### config.mk
export PLATFORM = sky130hd
export DESIGN_NAME = fetch_top
export DESIGN_NICKNAME = d
export VERILOG_FILES = /design/src/fetch_pkg.sv /design/src/ifu.sv /design/src/jump_decode.sv /design/src/trap_ctrl.sv /design/src/fetch_top.sv
export SDC_FILE = /design/constraint.sdc
export NUM_CORES = 1
export LEC_CHECK = 0
export BUFFER_PORTS_ARGS = -buffer_cell sky130_fd_sc_hd__clkbuf_2
export CAP_MARGIN = 20
export CORE_AREA = 2 2 153 155
export DETAILED_ROUTE_END_ITERATION = 10
export DIE_AREA = 0 0 155 157
export PLACE_DENSITY = 0.7
export REMOVE_ABC_BUFFERS = 1
export SETUP_SLACK_MARGIN = 0.2
export SYNTH_ARGS = -nofsm -noshare
export SYNTH_HDL_FRONTEND = slang
export SYNTH_SLANG_ARGS = --single-unit
export TNS_END_PERCENT = 100
### constraint.sdc
create_clock -name clk -period 7.9 [get_ports clk]
set_input_delay 0.79 -clock clk [delete_from_list [all_inputs] [get_ports clk]]
set_output_delay 0.79 -clock clk [all_outputs]
set_load 0.01 [all_outputs]
### src/fetch_pkg.sv
package fetch_pkg;

// ~~~~~~~~~~~~~~~~~~~~~~~~~~~~~~~~~~~~~~~
// widths
// ~~~~~~~~~~~~~~~~~~~~~~~~~~~~~~~~~~~~~~~

localparam int im_addr_len = 32; // byte address into instruction memory.
localparam int im_data_len = 32; // one instruction word.

typedef logic [im_addr_len - 1:0] addr_t;
typedef logic [im_data_len - 1:0] inst_t;

// ~~~~~~~~~~~~~~~~~~~~~~~~~~~~~~~~~~~~~~~
// address constants
// ~~~~~~~~~~~~~~~~~~~~~~~~~~~~~~~~~~~~~~~

localparam addr_t reset_pc   = 32'h0000_0000;
localparam addr_t irq_vector = 32'h0000_0100; // single interrupt handler entry.

// sequential fetch advances by one word.
localparam addr_t pc_step = 32'h0000_0004;

// ~~~~~~~~~~~~~~~~~~~~~~~~~~~~~~~~~~~~~~~
// instruction encodings
// ~~~~~~~~~~~~~~~~~~~~~~~~~~~~~~~~~~~~~~~

localparam logic [6:0] opcode_jal = 7'b110_1111;

// mret is matched on the whole word, no operand fields vary.
localparam inst_t inst_mret = 32'h3020_0073;

// ~~~~~~~~~~~~~~~~~~~~~~~~~~~~~~~~~~~~~~~
// shared structs
// ~~~~~~~~~~~~~~~~~~~~~~~~~~~~~~~~~~~~~~~

// one redirect request, only meaningful in the cycle en is high.
typedef struct packed {
    logic  en;
    addr_t addr;
} redirect_t;

// instruction handed to decode together with its address.
typedef struct packed {
    addr_t pc;
    inst_t inst;
} fetch_out_t;

endpackage

### src/ifu.sv
`timescale 1ns/1ps

module ifu (
    input  logic                  clk,
    input  logic                  rstn,
    input  fetch_pkg::redirect_t  eret,
    input  fetch_pkg::redirect_t  irq,
    input  fetch_pkg::redirect_t  ex_redirect,
    input  fetch_pkg::redirect_t  jal,
    output logic                  imem_req,
    output fetch_pkg::addr_t      imem_addr,
    input  fetch_pkg::inst_t      imem_rdata,
    input  logic                  imem_busy,
    output fetch_pkg::fetch_out_t fetch,
    output logic                  fetch_valid,
    input  logic                  stall
);

import fetch_pkg::*;

logic  started;     // low only in the first cycle out of reset.
logic  jump;
addr_t jump_addr;
addr_t req_pc;      // address of the next request to memory.
addr_t out_pc;      // pc of the next instruction to be delivered.
logic  req_pending; // a request is out and its data not yet delivered.
logic  hold_valid;
inst_t hold_inst;

// ~~~~~~~~~~~~~~~~~~~~~~~~~~~~~~~~~~~~~~~
// redirect merge
// ~~~~~~~~~~~~~~~~~~~~~~~~~~~~~~~~~~~~~~~

assign jump = eret.en | irq.en | ex_redirect.en | jal.en;

always_comb begin
    if (eret.en) begin
        jump_addr = eret.addr;
    end
    else if (irq.en) begin
        jump_addr = irq.addr;
    end
    else if (ex_redirect.en) begin
        jump_addr = ex_redirect.addr;
    end
    else begin
        jump_addr = jal.addr;
    end
end

// ~~~~~~~~~~~~~~~~~~~~~~~~~~~~~~~~~~~~~~~
// memory request side
// ~~~~~~~~~~~~~~~~~~~~~~~~~~~~~~~~~~~~~~~

always_ff @(posedge clk or negedge rstn) begin
    if (!rstn) begin
        started <= 1'b0;
    end
    else begin
        started <= 1'b1;
    end
end

// a new request goes out when memory is idle and either nothing is pending
// or the pending word is being delivered right now.
assign imem_req  = started & ~imem_busy & ~jump & (fetch_valid | ~req_pending);
assign imem_addr = req_pc;

always_ff @(posedge clk or negedge rstn) begin
    if (!rstn) begin
        req_pc <= reset_pc;
    end
    else if (jump) begin
        req_pc <= jump_addr;
    end
    else if (imem_req) begin
        req_pc <= req_pc + pc_step;
    end
end

always_ff @(posedge clk or negedge rstn) begin
    if (!rstn) begin
        req_pending <= 1'b0;
    end
    else if (imem_req) begin
        req_pending <= 1'b1;
    end
    else if (fetch_valid | jump) begin
        req_pending <= 1'b0; // a stale read still finishes, its data is dropped.
    end
end

// ~~~~~~~~~~~~~~~~~~~~~~~~~~~~~~~~~~~~~~~
// delivery side
// ~~~~~~~~~~~~~~~~~~~~~~~~~~~~~~~~~~~~~~~

always_ff @(posedge clk or negedge rstn) begin
    if (!rstn) begin
        hold_valid <= 1'b0;
    end
    else if (jump) begin
        hold_valid <= 1'b0;
    end
    else if (req_pending & stall & ~imem_busy) begin
        hold_valid <= 1'b1; // word arrived while decode was stalled.
    end
    else if (fetch_valid) begin
        hold_valid <= 1'b0;
    end
end

always_ff @(posedge clk) begin
    if (~imem_busy & ~hold_valid) begin
        hold_inst <= imem_rdata;
    end
end

always_ff @(posedge clk or negedge rstn) begin
    if (!rstn) begin
        out_pc <= reset_pc;
    end
    else if (jump) begin
        out_pc <= jump_addr;
    end
    else if (fetch_valid) begin
        out_pc <= req_pc; // no request issues while held, so req_pc is the successor.
    end
end

assign fetch_valid = ((req_pending & ~imem_busy) | hold_valid) & ~stall & ~jump;
assign fetch.pc    = out_pc;
assign fetch.inst  = hold_valid ? hold_inst : imem_rdata;

endmodule

### src/jump_decode.sv
`timescale 1ns/1ps

module jump_decode (
    input  logic                  clk,
    input  logic                  rstn,
    input  fetch_pkg::fetch_out_t fetch,
    input  logic                  fetch_valid,
    output fetch_pkg::redirect_t  jal
);

import fetch_pkg::*;

logic  is_jal;
addr_t jal_imm;
addr_t jal_target;
logic  jal_en_q;
addr_t jal_addr_q;

assign is_jal = fetch_valid & (fetch.inst[6:0] == opcode_jal);

// J-type immediate is scattered over the word, bit 0 is always zero.
assign jal_imm = {
    {12{fetch.inst[31]}},
    fetch.inst[19:12],
    fetch.inst[20],
    fetch.inst[30:21],
    1'b0
};

assign jal_target = fetch.pc + jal_imm;

// ~~~~~~~~~~~~~~~~~~~~~~~~~~~~~~~~~~~~~~~
// registered redirect
// ~~~~~~~~~~~~~~~~~~~~~~~~~~~~~~~~~~~~~~~

// the register keeps fetch_valid out of the ifu redirect path.
always_ff @(posedge clk or negedge rstn) begin
    if (!rstn) begin
        jal_en_q <= 1'b0;
    end
    else begin
        jal_en_q <= is_jal;
    end
end

always_ff @(posedge clk) begin
    if (is_jal) begin
        jal_addr_q <= jal_target;
    end
end

assign jal.en   = jal_en_q;
assign jal.addr = jal_addr_q;

endmodule

### src/trap_ctrl.sv
`timescale 1ns/1ps

module trap_ctrl (
    input  logic                  clk,
    input  logic                  rstn,
    input  logic                  irq_line,
    input  fetch_pkg::fetch_out_t fetch,
    input  logic                  fetch_valid,
    input  fetch_pkg::redirect_t  jal,
    input  fetch_pkg::redirect_t  ex_redirect,
    output fetch_pkg::redirect_t  eret,
    output fetch_pkg::redirect_t  irq
);

import fetch_pkg::*;

typedef enum logic [1:0] {
    run,
    in_handler,
    returning
} state_t;

state_t state;
state_t state_nxt;
logic   irq_q;    // registered copy of the external line.
logic   irq_en;   // interrupt enable.
logic   is_mret;
logic   take_irq;
addr_t  next_pc;  // where execution continues if nothing else happens.
addr_t  epc;

assign is_mret = fetch_valid & (fetch.inst == inst_mret);

// an interrupt never competes with another redirect in the same cycle.
assign take_irq = irq_q & irq_en & ~eret.en & ~jal.en & ~ex_redirect.en;

// ~~~~~~~~~~~~~~~~~~~~~~~~~~~~~~~~~~~~~~~
// trap sequencing
// ~~~~~~~~~~~~~~~~~~~~~~~~~~~~~~~~~~~~~~~

always_comb begin
    state_nxt = state;
    case (state)
        run:        if (take_irq) state_nxt = in_handler;
                    else if (is_mret) state_nxt = returning;
        in_handler: if (is_mret) state_nxt = returning;
        returning:  state_nxt = run; // eret pulses for exactly this one cycle.
        default:    state_nxt = run;
    endcase
end

always_ff @(posedge clk or negedge rstn) begin
    if (!rstn) begin
        state  <= run;
        irq_q  <= 1'b0;
        irq_en <= 1'b1;
    end
    else begin
        state <= state_nxt;
        irq_q <= irq_line;
        if (take_irq) begin
            irq_en <= 1'b0;
        end
        else if (state == returning) begin
            irq_en <= 1'b1;
        end
    end
end

// next_pc follows the redirect that ifu will pick, otherwise the last pc plus 4.
always_ff @(posedge clk or negedge rstn) begin
    if (!rstn) begin
        next_pc <= reset_pc;
    end
    else if (eret.en) begin
        next_pc <= epc;
    end
    else if (take_irq) begin
        next_pc <= irq_vector;
    end
    else if (ex_redirect.en) begin
        next_pc <= ex_redirect.addr;
    end
    else if (jal.en) begin
        next_pc <= jal.addr;
    end
    else if (fetch_valid) begin
        next_pc <= fetch.pc + pc_step;
    end
end

always_ff @(posedge clk) begin
    if (take_irq) begin
        epc <= next_pc;
    end
end

assign eret.en  = (state == returning);
assign eret.addr = epc;
assign irq.en   = take_irq;
assign irq.addr = irq_vector;

endmodule

### src/fetch_top.sv
`timescale 1ns/1ps

module fetch_top (
    input  logic                  clk,
    input  logic                  rstn,
    input  logic                  irq_line,
    input  fetch_pkg::redirect_t  ex_redirect,
    input  logic                  stall,
    output logic                  imem_req,
    output fetch_pkg::addr_t      imem_addr,
    input  fetch_pkg::inst_t      imem_rdata,
    input  logic                  imem_busy,
    output fetch_pkg::fetch_out_t fetch,
    output logic                  fetch_valid
);

import fetch_pkg::*;

redirect_t eret_rd;
redirect_t irq_rd;
redirect_t jal_rd;

// ~~~~~~~~~~~~~~~~~~~~~~~~~~~~~~~~~~~~~~~
// fetch unit
// ~~~~~~~~~~~~~~~~~~~~~~~~~~~~~~~~~~~~~~~

ifu ifu0 (
    .clk         (clk),
    .rstn        (rstn),
    .eret        (eret_rd),
    .irq         (irq_rd),
    .ex_redirect (ex_redirect),
    .jal         (jal_rd),
    .imem_req    (imem_req),
    .imem_addr   (imem_addr),
    .imem_rdata  (imem_rdata),
    .imem_busy   (imem_busy),
    .fetch       (fetch),
    .fetch_valid (fetch_valid),
    .stall       (stall)
);

// ~~~~~~~~~~~~~~~~~~~~~~~~~~~~~~~~~~~~~~~
// watchers on the delivered stream
// ~~~~~~~~~~~~~~~~~~~~~~~~~~~~~~~~~~~~~~~

jump_decode jump_decode0 (
    .clk         (clk),
    .rstn        (rstn),
    .fetch       (fetch),
    .fetch_valid (fetch_valid),
    .jal         (jal_rd)
);

// trap_ctrl sees jal and ex_redirect to keep its next pc in step with ifu.
trap_ctrl trap_ctrl0 (
    .clk         (clk),
    .rstn        (rstn),
    .irq_line    (irq_line),
    .fetch       (fetch),
    .fetch_valid (fetch_valid),
    .jal         (jal_rd),
    .ex_redirect (ex_redirect),
    .eret        (eret_rd),
    .irq         (irq_rd)
);

endmodule

# ---- After elaboration in Yosys (flattened, before gate mapping)
# Cells that the tools add are included.
dict set report word_totals {
  register_bits 200
  elab_cells 79
}
dict set report op_classes {
  add_sub_neg 3
  n_eq_ne 4
  mux 23
  bitwise 29
  reduce_logical 7
}
# operator count
set ops {}
lappend ops {{$mux 32} 13}
lappend ops {{$add 32x3->32 const B} 2}
lappend ops {{$add 32x32->32} 1}
lappend ops {{$eq 32x30->1 const B} 1}
lappend ops {{$and 1x1->1} 15}
lappend ops {{$not 1->1} 8}
lappend ops {{$reduce_bool 2->1} 4}
lappend ops {{$eq 7x7->1 const B} 1}
lappend ops {{$mux 1} 7}
lappend ops {{$or 1x1->1} 6}
lappend ops {{$reduce_bool 5->1} 1}
lappend ops {{$mux 2} 2}
lappend ops {{$pmux 2 s2} 1}
lappend ops {{$reduce_bool 3->1} 1}
lappend ops {{$eq 2x1->1 const B} 1}
lappend ops {{$eq 2x2->1 const B} 1}
lappend ops {{$logic_not 2->1} 1}

# ---- Logic depth before layout (Yosys ltp)
# Gate-level depths: netlist (run 1).
dict set report depth {
  ltp_word 15
  depth_mapped 13
  depth_no_buf 11
}

# ---- Modules after synthesis
# A second synthesis (run 1) with hierarchy kept.
dict set report unflattened {
  cells_unflattened 1313
  area_unflattened_um2 12652.1
}
# module instances cells_each area_each_um2
set by_module_without_submodules {}
lappend by_module_without_submodules {ifu 1 571 5632.9}
lappend by_module_without_submodules {trap_ctrl 1 429 4139.0}
lappend by_module_without_submodules {jump_decode 1 313 2880.3}

# ---- Worst setup path before layout (run 1)
# OpenSTA, ideal clock, no wires.
dict set report synth_path {
  path_type {input -> register}
  startpoint {input ex_redirect[32] (netlist bit)}
  endpoint {register jump_decode0.jal_addr_q[0] (enable)}
  setup_time_ns 0.463
  arrival_ns 4.064
  required_ns 7.437
  path_slack_ns 3.373
  path_stages 6
  cell_sequence {nor2_1 > and2_1 > nand2_1 > clkbuf_1 > or3_1 > nor3_1}
}
dict set report synth_via {
  elab_chain_cells 8
}
# item line
set synth_lines {}
lappend synth_lines {{from (decl)} fetch_top.sv:7} ;# input fetch_pkg::redirect_t ex_redirect,
lappend synth_lines {{$not 1->1} trap_ctrl.sv:35} ;# assign take_irq = irq_q & irq_en & ~eret.en & ~jal.en & ~ex_redirect.en;
lappend synth_lines {{$and 1x1->1} trap_ctrl.sv:35}
lappend synth_lines {{$or 1x1->1} ifu.sv:34} ;# assign jump = eret.en | irq.en | ex_redirect.en | jal.en;
lappend synth_lines {{$or 1x1->1 * (2 in series)} ifu.sv:34}
lappend synth_lines {{$not 1->1 *} ifu.sv:130} ;# assign fetch_valid = ((req_pending & ~imem_busy) | hold_valid) & ~stall & ~jump;
lappend synth_lines {{$and 1x1->1 *} ifu.sv:130}
lappend synth_lines {{$and 1x1->1 *} jump_decode.sv:19} ;# assign is_jal = fetch_valid & (fetch.inst[6:0] == opcode_jal);
lappend synth_lines {{via jump_decode0.is_jal} jump_decode.sv:13} ;# logic is_jal;
lappend synth_lines {{to (signal assigned)} jump_decode.sv:48} ;# jal_addr_q <= jal_target;
lappend synth_lines {{to (decl)} jump_decode.sv:17} ;# addr_t jal_addr_q;
# The timed path passes the listed nets; every way through them passes the cells marked *.
# A chain may end at the register's enable or synchronous reset.

# ---- Final worst setup path (run 1)
dict set report layout_path {
  startpoint {register ifu0.hold_valid}
  endpoint {register jump_decode0.jal_addr_q[31] (data pin)}
}
dict set report layout_via {
  elab_chain_cells 2
}
# item line
set layout_lines {}
lappend layout_lines {{from (decl)} ifu.sv:27} ;# logic hold_valid;
lappend layout_lines {{from (signal assigned)} ifu.sv:99} ;# hold_valid <= 1'b0;
lappend layout_lines {{from (signal assigned)} ifu.sv:102} ;# hold_valid <= 1'b0;
lappend layout_lines {{from (signal assigned)} ifu.sv:105} ;# hold_valid <= 1'b1;
lappend layout_lines {{$mux 32} ifu.sv:132} ;# assign fetch.inst = hold_valid ? hold_inst : imem_rdata;
lappend layout_lines {{$add 32x32->32} jump_decode.sv:30} ;# assign jal_target = fetch.pc + jal_imm;
lappend layout_lines {{via jump_decode0.jal_target[31]} jump_decode.sv:15} ;# addr_t jal_target;
# The timed path passes the listed nets, and every way through them passes these cells.

==> flow_metrics.py, run 1 <==
metrics = {
    "finish": {
        "area_growth_pct": 15.7,
        "drive_gt1_share_pct": 20.9,
        "final_util_pct": 57.1,
        "num_antenna_cells": 0,
        "final.fill_count": 1972,
        "mostFrequentLayoutCells": "clkbuf_2, nand2_1, dfrtp_1",
        "mostFrequentLayoutCell": "clkbuf_2",
        "finalNonFillerCells": 1565,
        "fin_nets": 1370,
    },
    "sta": {
        "grt_setup_unrepaired": "false",
        "fin_tns_setup_ns": 0,
        "setup_viol": 0,
        "max_freq_mhz": 265,
        "hold_slack_ns": 0.412,
        "maxSlewViolCount": 0,
        "final.min_clock_period_ns": 3.78,
        "max_slew_margin_pct": 27.2,
        "finalHoldViolations": 0,
        "skew_ns": 0.0144,
        "min_period_over_period_pct": 47.8,
        "worst-slew-pin-transition_ns": 1.09,
    },
    "logic_synthesis": {
        "synth_cells": 1122,
        "post_synth_num_cell_types": 72,
        "avgSynthCellArea_um2": 9.90,
        "synth_area_um2": 11100,
        "synth_top_area_share_pct": 26.0,
        "yosysWarnings": 0,
        "yosys-top-cells-area": "edfxtp_1, dfrtp_1, nand2_1, a21oi_1, ha_1",
        "synthFlopType": "dfrtp_1",
        "async_reset_ff_share_pct": 52.0,
        "synth_edf_count": 96,
        "ys_seq_area_share_pct": 49.4,
        "synth-seq-cells": 200,
        "yosysTopAreaCell": "edfxtp_1",
    },
    "place": {
        "routabilityCongestion": 0.888,
        "dp_cells": 1532,
        "io_buffers": 167,
        "dp_hpwl_um": 24300,
    },
    "clock_tree": {
        "clk_pin_slew_ns": 0.07,
        "cts_setup_buffers": 0,
        "cts_tree": "built",
        "cts_buffers": 17,
        "clockBufferDepth": 2,
        "htreeDepth": 4,
        "postCtsHoldBufs": 0,
        "clock-root-buffer": "clkbuf_16",
        "cts.sinks": 200,
        "post_cts_resized": 0,
        "clkLatencyLatePin_ns": 0.45,
    },
    "setup_path": {
        "cp_cell_sequence": "buf_4, mux2_2, ha_1, fa_1, a211oi_2, o211ai_2, a21oi_2, a2111o_1, a21oi_1, a211o_1, a21oi_1, xnor3_1",
        "cp-start-kind": "flip-flop",
        "critPathKind": "flip-flop to flip-flop",
        "cp.arrival_ns": 3.96,
        "max_stage_delay_ns": 0.45,
        "critPathRequiredTime_ns": 8.09,
        "worst-path-buf-inv": 1,
        "cp_slowest_cell": "fa_1",
        "crit_family": "compound AO/OA/AOI/OAI gates",
        "cp_common_cell": "a21oi_1",
        "worst-path-max-fanout": 41,
        "critPathCaptureType": "flip-flop",
    },
    "worst_hold_path": {
        "hp-class": "input pin to async pin",
    },
    "grt": {
        "grt_usage_pct": 28.4,
        "grt.overflow.total": 0,
        "grt_pass1_vias": 9215,
        "grt_pass1_wl_um": 53000,
        "grt_antenna_before_repair": 0,
        "grt_max_degree": 64,
    },
    "power": {
        "p_per_area_nw_per_um2": 229,
        "p_leak_nw": 5.31,
        "seqPwrFrac_pct": 46.3,
        "cell_internal_pwr_w": 0.00198,
        "clkPwrFrac_pct": 31.0,
        "p_sw_w": 0.000964,
        "p_comb_share_pct": 22.6,
        "vdd_ir_drop_max_v": 0.000153,
        "switching_share_pct": 32.7,
    },
    "run": {
        "drv_cap": 0,
    },
    "routing": {
        "wl_per_cell_um": 21.8,
        "ant_nets": 0,
        "via_count": 9691,
        "drt_iter0_markers": 852,
        "drc": 0,
        "vias_per_cell": 6.19,
        "routed_wl_um": 34100,
        "firstDrtPassIters": 6,
    },
    "outcome": {
        "outcome": "finished clean",
    },
    "die": {
        "core_area_um2": 22500,
        "die_area_um2": 24300,
        "die_y_um": 157,
        "ios": 168,
        "fp-row-count": 55,
        "die_x_um": 155,
        "start_util_pct": 49.3,
    },
}
-- path summary, 6_finish.rpt --
kind | startpoint | endpoint | slack [ns] | depth (start not counted)
hold / removal | rstn | ifu0.hold_valid | 0.41 | 1
setup / recovery | ifu0.hold_valid | jump_decode0.jal_addr_q[31] | 4.12 | 12
max in group asynchronous | rstn | trap_ctrl0.next_pc[15] | 6.27 | 2
setup reg to reg | ifu0.hold_valid | jump_decode0.jal_addr_q[31] | 4.12 | 12
hold reg to reg | trap_ctrl0.next_pc[14] | trap_ctrl0.epc[14] | 0.45 | 0
min in group clk | trap_ctrl0.next_pc[14] | trap_ctrl0.epc[14] | 0.45 | 0
-- routing by layer --
layer  up-vias  wire length, um  GRT usage, %
met5         -                0             0
met4         0              849          10.1
met3        59             3350          5.84
met1      4715            14700          41.0
met2       498            15200          42.6
li1       4419                -             -
-- kinds of logic after synthesis --
kind of cell	synth area share, %
buffers and inverters	2.97
and+or+nand+nor	15.6
muxes	4.96
adders and majority gates	3.79
AOI/OAI and AO/OA	17.4
other	0.0338
DFF	49.4
xor gates and xnor gates	5.88
-- worst reg2reg max path, cell delays in order, from the launching register on --
cell,delay (ns)
dfrtp_1,0.33
buf_4,0.41
mux2_2,0.44
ha_1,0.24
fa_1,0.45
a211oi_2,0.26
o211ai_2,0.12
a21oi_2,0.24
a2111o_1,0.23
a21oi_1,0.13
a211o_1,0.29
a21oi_1,0.16
xnor3_1,0.23
-- metrics by stage --
stage	setup WS (ns)	instance area, um^2	power (W)
floorplan	2.97	10900	0.00177
global placement	4.19	12200	0.00201
detailed placement	4.10	12200	0.00204
CTS	4.11	12800	0.00294
global route	3.90	12800	0.00307
finish	4.12	12800	0.00295
-- registers in the layout, summed over array words and instances, names as in the netlist --
name / count
trap_ctrl0.next_pc: 32
jump_decode0.jal_en_q: 1
ifu0.imem_addr: 32
ifu0.hold_valid: 1
ifu0.hold_inst: 32
trap_ctrl0.epc: 32
trap_ctrl0.irq_en: 1
ifu0.req_pending: 1
ifu0.started: 1
jump_decode0.jal_addr_q: 32
ifu0.out_pc: 32
trap_ctrl0.irq_q: 1
trap_ctrl0.state: 2
-- final cells by class --
type | count | area (um^2) | area share, %
clock buffers | 17 | 425 | 3.31
clock inverters | 15 | 186 | 1.45
inverters | 27 | 101 | 0.789
multi-input cells | 839 | 5320 | 41.4
flip-flops and latches | 200 | 5490 | 42.7
well taps | 285 | 357 | 2.78
repair buffers | 182 | 971 | 7.56
-- cell usage after synthesis, types with 29 or more instances --
cell type  number
nand2_1       152
dfrtp_1       103
nor2_1        100
edfxtp_1       96
a21oi_1        81
o21ai_0        79
clkbuf_1       42
xnor2_1        39
nand3_1        36
xor2_1         33
ha_1           32
mux2_2         32
a221oi_1       30
a31oi_1        29
-- power by group through the flow --
stage          Sequential, W  Clock, W  Combinational [W]
6_report             0.00136  0.000914           0.000666
5_1_grt              0.00137  0.000957           0.000738
4_1_cts              0.00136  0.000920           0.000663
3_5_place_dp         0.00138         0           0.000659
3_3_place_gp         0.00138         0           0.000640
2_1_floorplan        0.00135         0           0.000420
Note: power is estimated with default switching activity, not from simulation.
==> inputs of run 2 (changes only) <==
==> constraint.sdc (replaced) <==
create_clock -name clk -period 3.77 [get_ports clk]
set_input_delay 0.377 -clock clk [delete_from_list [all_inputs] [get_ports clk]]
set_output_delay 0.377 -clock clk [all_outputs]
set_load 0.01 [all_outputs]
==> flow_metrics.py, run 2 (synthesis results as in run 1) <==
metrics = {
    "clock_tree": {
        "clkLatencyLatePin_ns": 0.44,
        "clock-root-buffer": "clkbuf_16",
        "clockBufferDepth": 2,
        "postCtsHoldBufs": 0,
        "cts_tree": "built",
        "htreeDepth": 4,
        "clk_pin_slew_ns": 0.08,
        "cts_buffers": 17,
        "cts.sinks": 200,
    },
    "sta": {
        "finalHoldViolations": 0,
        "max_freq_mhz": 290,
        "setup_viol": 0,
        "max_slew_margin_pct": 32.4,
        "hold_slack_ns": 0.0576,
        "worst-slew-pin-transition_ns": 1.01,
        "min_period_over_period_pct": 91.5,
        "final.min_clock_period_ns": 3.45,
        "grt_setup_unrepaired": "true",
        "maxSlewViolCount": 0,
        "skew_ns": 0.0104,
    },
    "place": {
        "io_buffers": 167,
        "dp_hpwl_um": 24900,
        "routabilityCongestion": 0.915,
        "place_area_um2": 12300,
    },
    "die": {
        "die_y_um": 157,
        "die_x_um": 155,
        "start_util_pct": 49.3,
        "core_area_um2": 22500,
        "die_area_um2": 24300,
        "ios": 168,
        "fp-row-count": 55,
    },
    "routing": {
        "via_count": 9763,
        "ant_nets": 0,
        "routed_wl_um": 35200,
        "vias_per_cell": 6.18,
        "drc": 0,
        "wl_per_cell_um": 22.3,
        "firstDrtPassIters": 6,
        "drt_iter0_markers": 976,
    },
    "setup_path": {
        "cp-start-kind": "flip-flop",
        "critPathKind": "flip-flop to flip-flop",
        "worst-path-max-fanout": 20,
        "cp.arrival_ns": 3.64,
        "critPathRequiredTime_ns": 3.96,
        "critPathCaptureType": "flip-flop",
    },
    "finish": {
        "drive_gt1_share_pct": 22.0,
        "fin_nets": 1384,
        "mostFrequentLayoutCells": "clkbuf_2, nand2_1, dfrtp_1",
        "area_growth_pct": 16.8,
        "final_area_um2": 13000,
        "final.fill_count": 1953,
        "num_antenna_cells": 0,
        "mostFrequentLayoutCell": "clkbuf_2",
    },
    "grt": {
        "grt_pass1_vias": 9490,
        "grt.overflow.total": 0,
        "grt_max_degree": 70,
        "grt_usage_pct": 29.3,
        "grt_antenna_before_repair": 0,
        "grt_pass1_wl_um": 54300,
    },
    "power": {
        "vdd_ir_drop_max_v": 0.000320,
        "p_leak_nw": 5.38,
        "finalPower_w": 0.00616,
        "p_per_area_nw_per_um2": 475,
    },
    "worst_hold_path": {
        "hp-class": "input pin to flip-flop",
    },
    "outcome": {
        "outcome": "finished clean",
    },
    "run": {
        "drv_cap": 0,
    },
}
[run 2: cell count changes in the layout (fill, tap and decap cells not counted), moves of 2 or more]
cell / before / now
buf_12: 0 / 2
buf_4: 15 / 27
clkbuf_16: 17 / 19
clkinv_2: 0 / 3
clkinv_4: 3 / 1
inv_6: 4 / 6
inv_8: 3 / 1
[run 2: critical path, stage by stage, from the launching register on]
cell      delay (ns)
dfrtp_2         0.43
buf_12          0.18
mux2_2          0.39
fa_1            0.50
a211oi_2        0.27
o211ai_2        0.13
a21oi_2         0.25
a2111o_1        0.21
a21oi_1         0.15
a211o_1         0.30
a21oi_1         0.17
xnor3_1         0.22
[run 2: power breakdown]
| part | switching (W) | internal [W] | leakage, nW |
|---|---|---|---|
| Combinational | 0.000884 | 0.000607 | 2.98 |
| Sequential | 0.000269 | 0.00256 | 2.12 |
| Clock | 0.000875 | 0.000967 | 0.285 |
[run 2: final cells by class]
type                            instances  area (um^2)  area share [%]
Tap cell                              285          357            2.75
Clock inverter                         14          133            1.02
Inverter                               27          101           0.782
Multi-Input combinational cell        839         5340            41.2
Clock buffer                           18          450            3.47
Timing Repair Buffer                  196         1100            8.47
Sequential cell                       200         5490            42.3
[run 2: path summary, 6_finish.rpt]
check / start / end / slack (ns) / cells after the start
max: ifu0.hold_valid / jump_decode0.jal_addr_q[31] / 0.32 / 11
min: irq_line / trap_ctrl0.irq_q / 0.06 / 1
max reg2reg: ifu0.hold_valid / jump_decode0.jal_addr_q[31] / 0.32 / 11
min reg2reg: trap_ctrl0.next_pc[5] / trap_ctrl0.epc[5] / 0.45 / 0
max in group asynchronous: rstn / trap_ctrl0.irq_en / 2.71 / 2
min in group asynchronous: rstn / trap_ctrl0.next_pc[9] / 0.09 / 1
[run 2: through the flow]
stage               worst slack, ns  instances  utilization (%)  TNS (ns)
global route                  0.181       1579             57.6         0
finish                        0.320       1579             57.6         0
detailed placement            0.291       1545             54.8         0
floorplan                     -1.16       1066                -    -38.70
global placement              0.345       1545             54.8         0
CTS                           0.270       1577             57.4         0
[run 2: metal layers]
metal / vias to the layer above / track usage [%] / part of all wire [%]
met1: 4735 / 41.2 / 42
met4: 0 / 11.2 / 3.0
li1: 4443 / - / -
met5: - / 0 / 0
met3: 65 / 5.53 / 9.8
met2: 520 / 45.2 / 45
[run 2: repair_timing]
item                       in CTS  in global routing
setup endpoints to repair       0                  3
setup buffers                   0                  1
resized for setup               0                  4
==> inputs of run 3 (changes only) <==
--- a/config.mk
+++ b/config.mk
@@ -7,13 +7,14 @@
 export LEC_CHECK = 0
 export BUFFER_PORTS_ARGS = -buffer_cell sky130_fd_sc_hd__clkbuf_2
 export CAP_MARGIN = 20
-export CORE_AREA = 2 2 153 155
+export CORE_AREA = 2 2 163 165
 export DETAILED_ROUTE_END_ITERATION = 10
-export DIE_AREA = 0 0 155 157
+export DIE_AREA = 0 0 165 167
 export PLACE_DENSITY = 0.7
 export REMOVE_ABC_BUFFERS = 1
 export SETUP_SLACK_MARGIN = 0.2
 export SYNTH_ARGS = -nofsm -noshare
 export SYNTH_HDL_FRONTEND = slang
+export SYNTH_HIERARCHICAL = 1
 export SYNTH_SLANG_ARGS = --single-unit
 export TNS_END_PERCENT = 100
==> flow_metrics.py, run 3 <==
metrics = {
    "sta": {
        "finalHoldViolations": 0,
        "min_period_over_period_pct": 87.5,
        "final.min_clock_period_ns": 3.30,
        "setup_viol": 0,
        "grt_setup_unrepaired": "false",
        "maxSlewViolCount": 0,
        "worst-slew-pin-transition_ns": 1.20,
        "skew_ns": 0.0217,
        "max_slew_margin_pct": 19.9,
        "max_freq_mhz": 303,
    },
    "grt": {
        "grt_usage_pct": 28.8,
        "grt_max_degree": 70,
        "grt_antenna_before_repair": 0,
        "grt_pass1_wl_um": 60900,
        "grt.overflow.total": 0,
        "grt_pass1_vias": 10700,
    },
    "routing": {
        "highest_layer": "met4",
        "route.met3.wl_um": 3450,
        "drc": 0,
        "via_count": 11200,
        "wl_per_cell_um": 21.6,
        "ant_nets": 0,
        "routed_wl_um": 39100,
        "met1_length_um": 16900,
        "vias_per_cell": 6.22,
        "firstDrtPassIters": 7,
        "drt_iter0_markers": 1349,
        "routed-wl-met2_um": 17700,
    },
    "setup_path": {
        "crit_family": "compound AO/OA/AOI/OAI gates",
        "critPathRequiredTime_ns": 3.94,
        "cp_cell_sequence": "buf_4, mux2_2, ha_1, nand3_1, nor2_1, a22oi_1, a21oi_1, a31oi_1, xnor2_1",
        "worst-path-max-fanout": 23,
        "r2r_cells": 9,
        "cp-start-kind": "flip-flop",
        "cp.arrival_ns": 3.47,
        "max_stage_delay_ns": 0.54,
        "cp_slowest_cell": "mux2_2",
        "critPathCaptureType": "flip-flop",
        "crit_cells": 9,
        "worst-path-buf-inv": 1,
        "critPathKind": "flip-flop to flip-flop",
    },
    "logic_synthesis": {
        "yosys-top-cells-area": "edfxtp_1, dfrtp_1, nand2_1, a21oi_1, mux2_2",
        "ys_seq_area_share_pct": 43.4,
        "synth-seq-cells": 200,
        "synthFlopType": "dfrtp_1",
        "synth_area_um2": 12700,
        "yosysTopAreaCell": "edfxtp_1",
        "synthMostInstantiatedCell": "nand2_1",
        "async_reset_ff_share_pct": 52.0,
        "avgSynthCellArea_um2": 9.64,
        "yosysWarnings": 6,
        "synth_edf_count": 96,
        "synth_top_area_share_pct": 22.8,
        "synth_cells": 1313,
        "synth_common_cells": "nand2_1, a21oi_1, nor2_1",
        "post_synth_num_cell_types": 94,
    },
    "power": {
        "clkPwrFrac_pct": 30.0,
        "p_comb_share_pct": 25.4,
        "p_sw_w": 0.00213,
        "p_leak_nw": 6.01,
        "p_per_area_nw_per_um2": 431,
        "vdd_ir_drop_max_v": 0.000236,
        "cell_internal_pwr_w": 0.00406,
        "finalPower_w": 0.00619,
        "seqPwrFrac_pct": 44.6,
        "switching_share_pct": 34.4,
    },
    "clock_tree": {
        "cts_setup_buffers": 0,
        "clk_pin_slew_ns": 0.08,
        "clock-root-buffer": "clkbuf_16",
        "clkLatencyLatePin_ns": 0.45,
        "cts_tree": "built",
        "cts.sinks": 200,
        "clockBufferDepth": 2,
        "post_cts_resized": 0,
        "htreeDepth": 4,
        "cts_buffers": 17,
        "postCtsHoldBufs": 0,
    },
    "outcome": {
        "outcome": "finished clean",
    },
    "worst_hold_path": {
        "hp-class": "input pin to async pin",
    },
    "run": {
        "drv_cap": 0,
    },
    "finish": {
        "ff_latch_area_um2": 5490,
        "num_antenna_cells": 0,
        "mostFrequentLayoutCells": "clkbuf_2, nand2_1, a21oi_1",
        "mostFrequentLayoutCell": "clkbuf_2",
        "final_area_um2": 14400,
        "area_growth_pct": 13.5,
        "final.fill_count": 2303,
        "multi_input_area_um2": 6660,
        "fin_nets": 1561,
        "final_util_pct": 55.8,
        "drive_gt1_share_pct": 21.4,
    },
    "place": {
        "routabilityCongestion": 0.946,
        "dp_hpwl_um": 28700,
        "place_area_um2": 13800,
        "io_buffers": 167,
    },
    "die": {
        "die_area_um2": 27600,
        "die_y_um": 167,
        "fp-row-count": 59,
        "die_x_um": 165,
        "core_area_um2": 25800,
        "start_util_pct": 49.1,
        "ios": 168,
    },
}
==> run 3: cell type report <==
class                           instances  area share, %
Clock buffer                           17           2.96
Clock inverter                         15           1.22
Inverter                               22          0.575
Multi-Input combinational cell       1015           46.4
Sequential cell                       200           38.2
Tap cell                              335           2.92
Timing Repair Buffer                  202           7.78
==> run 3: worst register-to-register path, stage by stage, from the launching register on <==
cell and delay, ns:
dfrtp_1 0.41, buf_4 0.33, mux2_2 0.55, ha_1 0.49, nand3_1 0.14, nor2_1 0.36, a22oi_1 0.12, a21oi_1 0.30
a31oi_1 0.15, xnor2_1 0.17
==> run 3: metal layers <==
layer	up-vias	track usage (%)
li1	5179	-
met1	5386	41.8
met2	609	43.7
met3	66	5.23
met4	0	8.58
met5	-	0
==> run 3: path summary, 6_finish.rpt <==
kind,start,end,slack (ns)
setup / recovery,ifu0/hold_valid,jump_decode0/jal_addr_q[25],0.47
hold / removal,rstn,ifu0/hold_valid,0.03
setup reg to reg,ifu0/hold_valid,jump_decode0/jal_addr_q[25],0.47
hold reg to reg,trap_ctrl0/next_pc[22],trap_ctrl0/epc[22],0.43
max in group asynchronous,rstn,ifu0/imem_addr[8],2.98
min in group clk,irq_line,trap_ctrl0/irq_q,0.09
==> run 3: stage by stage <==
stage                     std cells  hold slack, ns  TNS (ns)  worst slack, ns
after global placement         1773           0.423         0            0.554
after floorplan                1237          0.0814   -904.91            -6.38
after detailed placement       1774           0.428         0            0.510
after CTS                      1806          0.0564         0            0.477
final                          1806          0.0281         0            0.470
after global routing           1806          0.0580         0            0.262
==> run 3: logic make-up (layout without fill, tap and decap cells) <==
kind of cell	after synthesis	after routing	share of synthesized area [%]
AO/OA/AOI/OAI	367	367	19.7
XOR/XNOR	65	65	4.50
adder cells (fa/ha/maj)	33	33	3.32
buffers and inverters	128	256	5.09
flip-flops	200	200	43.4
multiplexers	79	79	6.64
other	3	33	0.0890
AND/OR/NAND/NOR	438	438	17.3
==> run 3: power groups by stage <==
| stage | Clock [W] | Combinational, W | Sequential (W) |
|---|---|---|---|
| detailed placement | 0 | 0.00155 | 0.00280 |
| CTS | 0.00188 | 0.00156 | 0.00275 |
| floorplan | 0 | 0.000980 | 0.00277 |
| global placement | 0 | 0.00153 | 0.00279 |
| finish | 0.00185 | 0.00157 | 0.00276 |
| global route | 0.00197 | 0.00174 | 0.00278 |
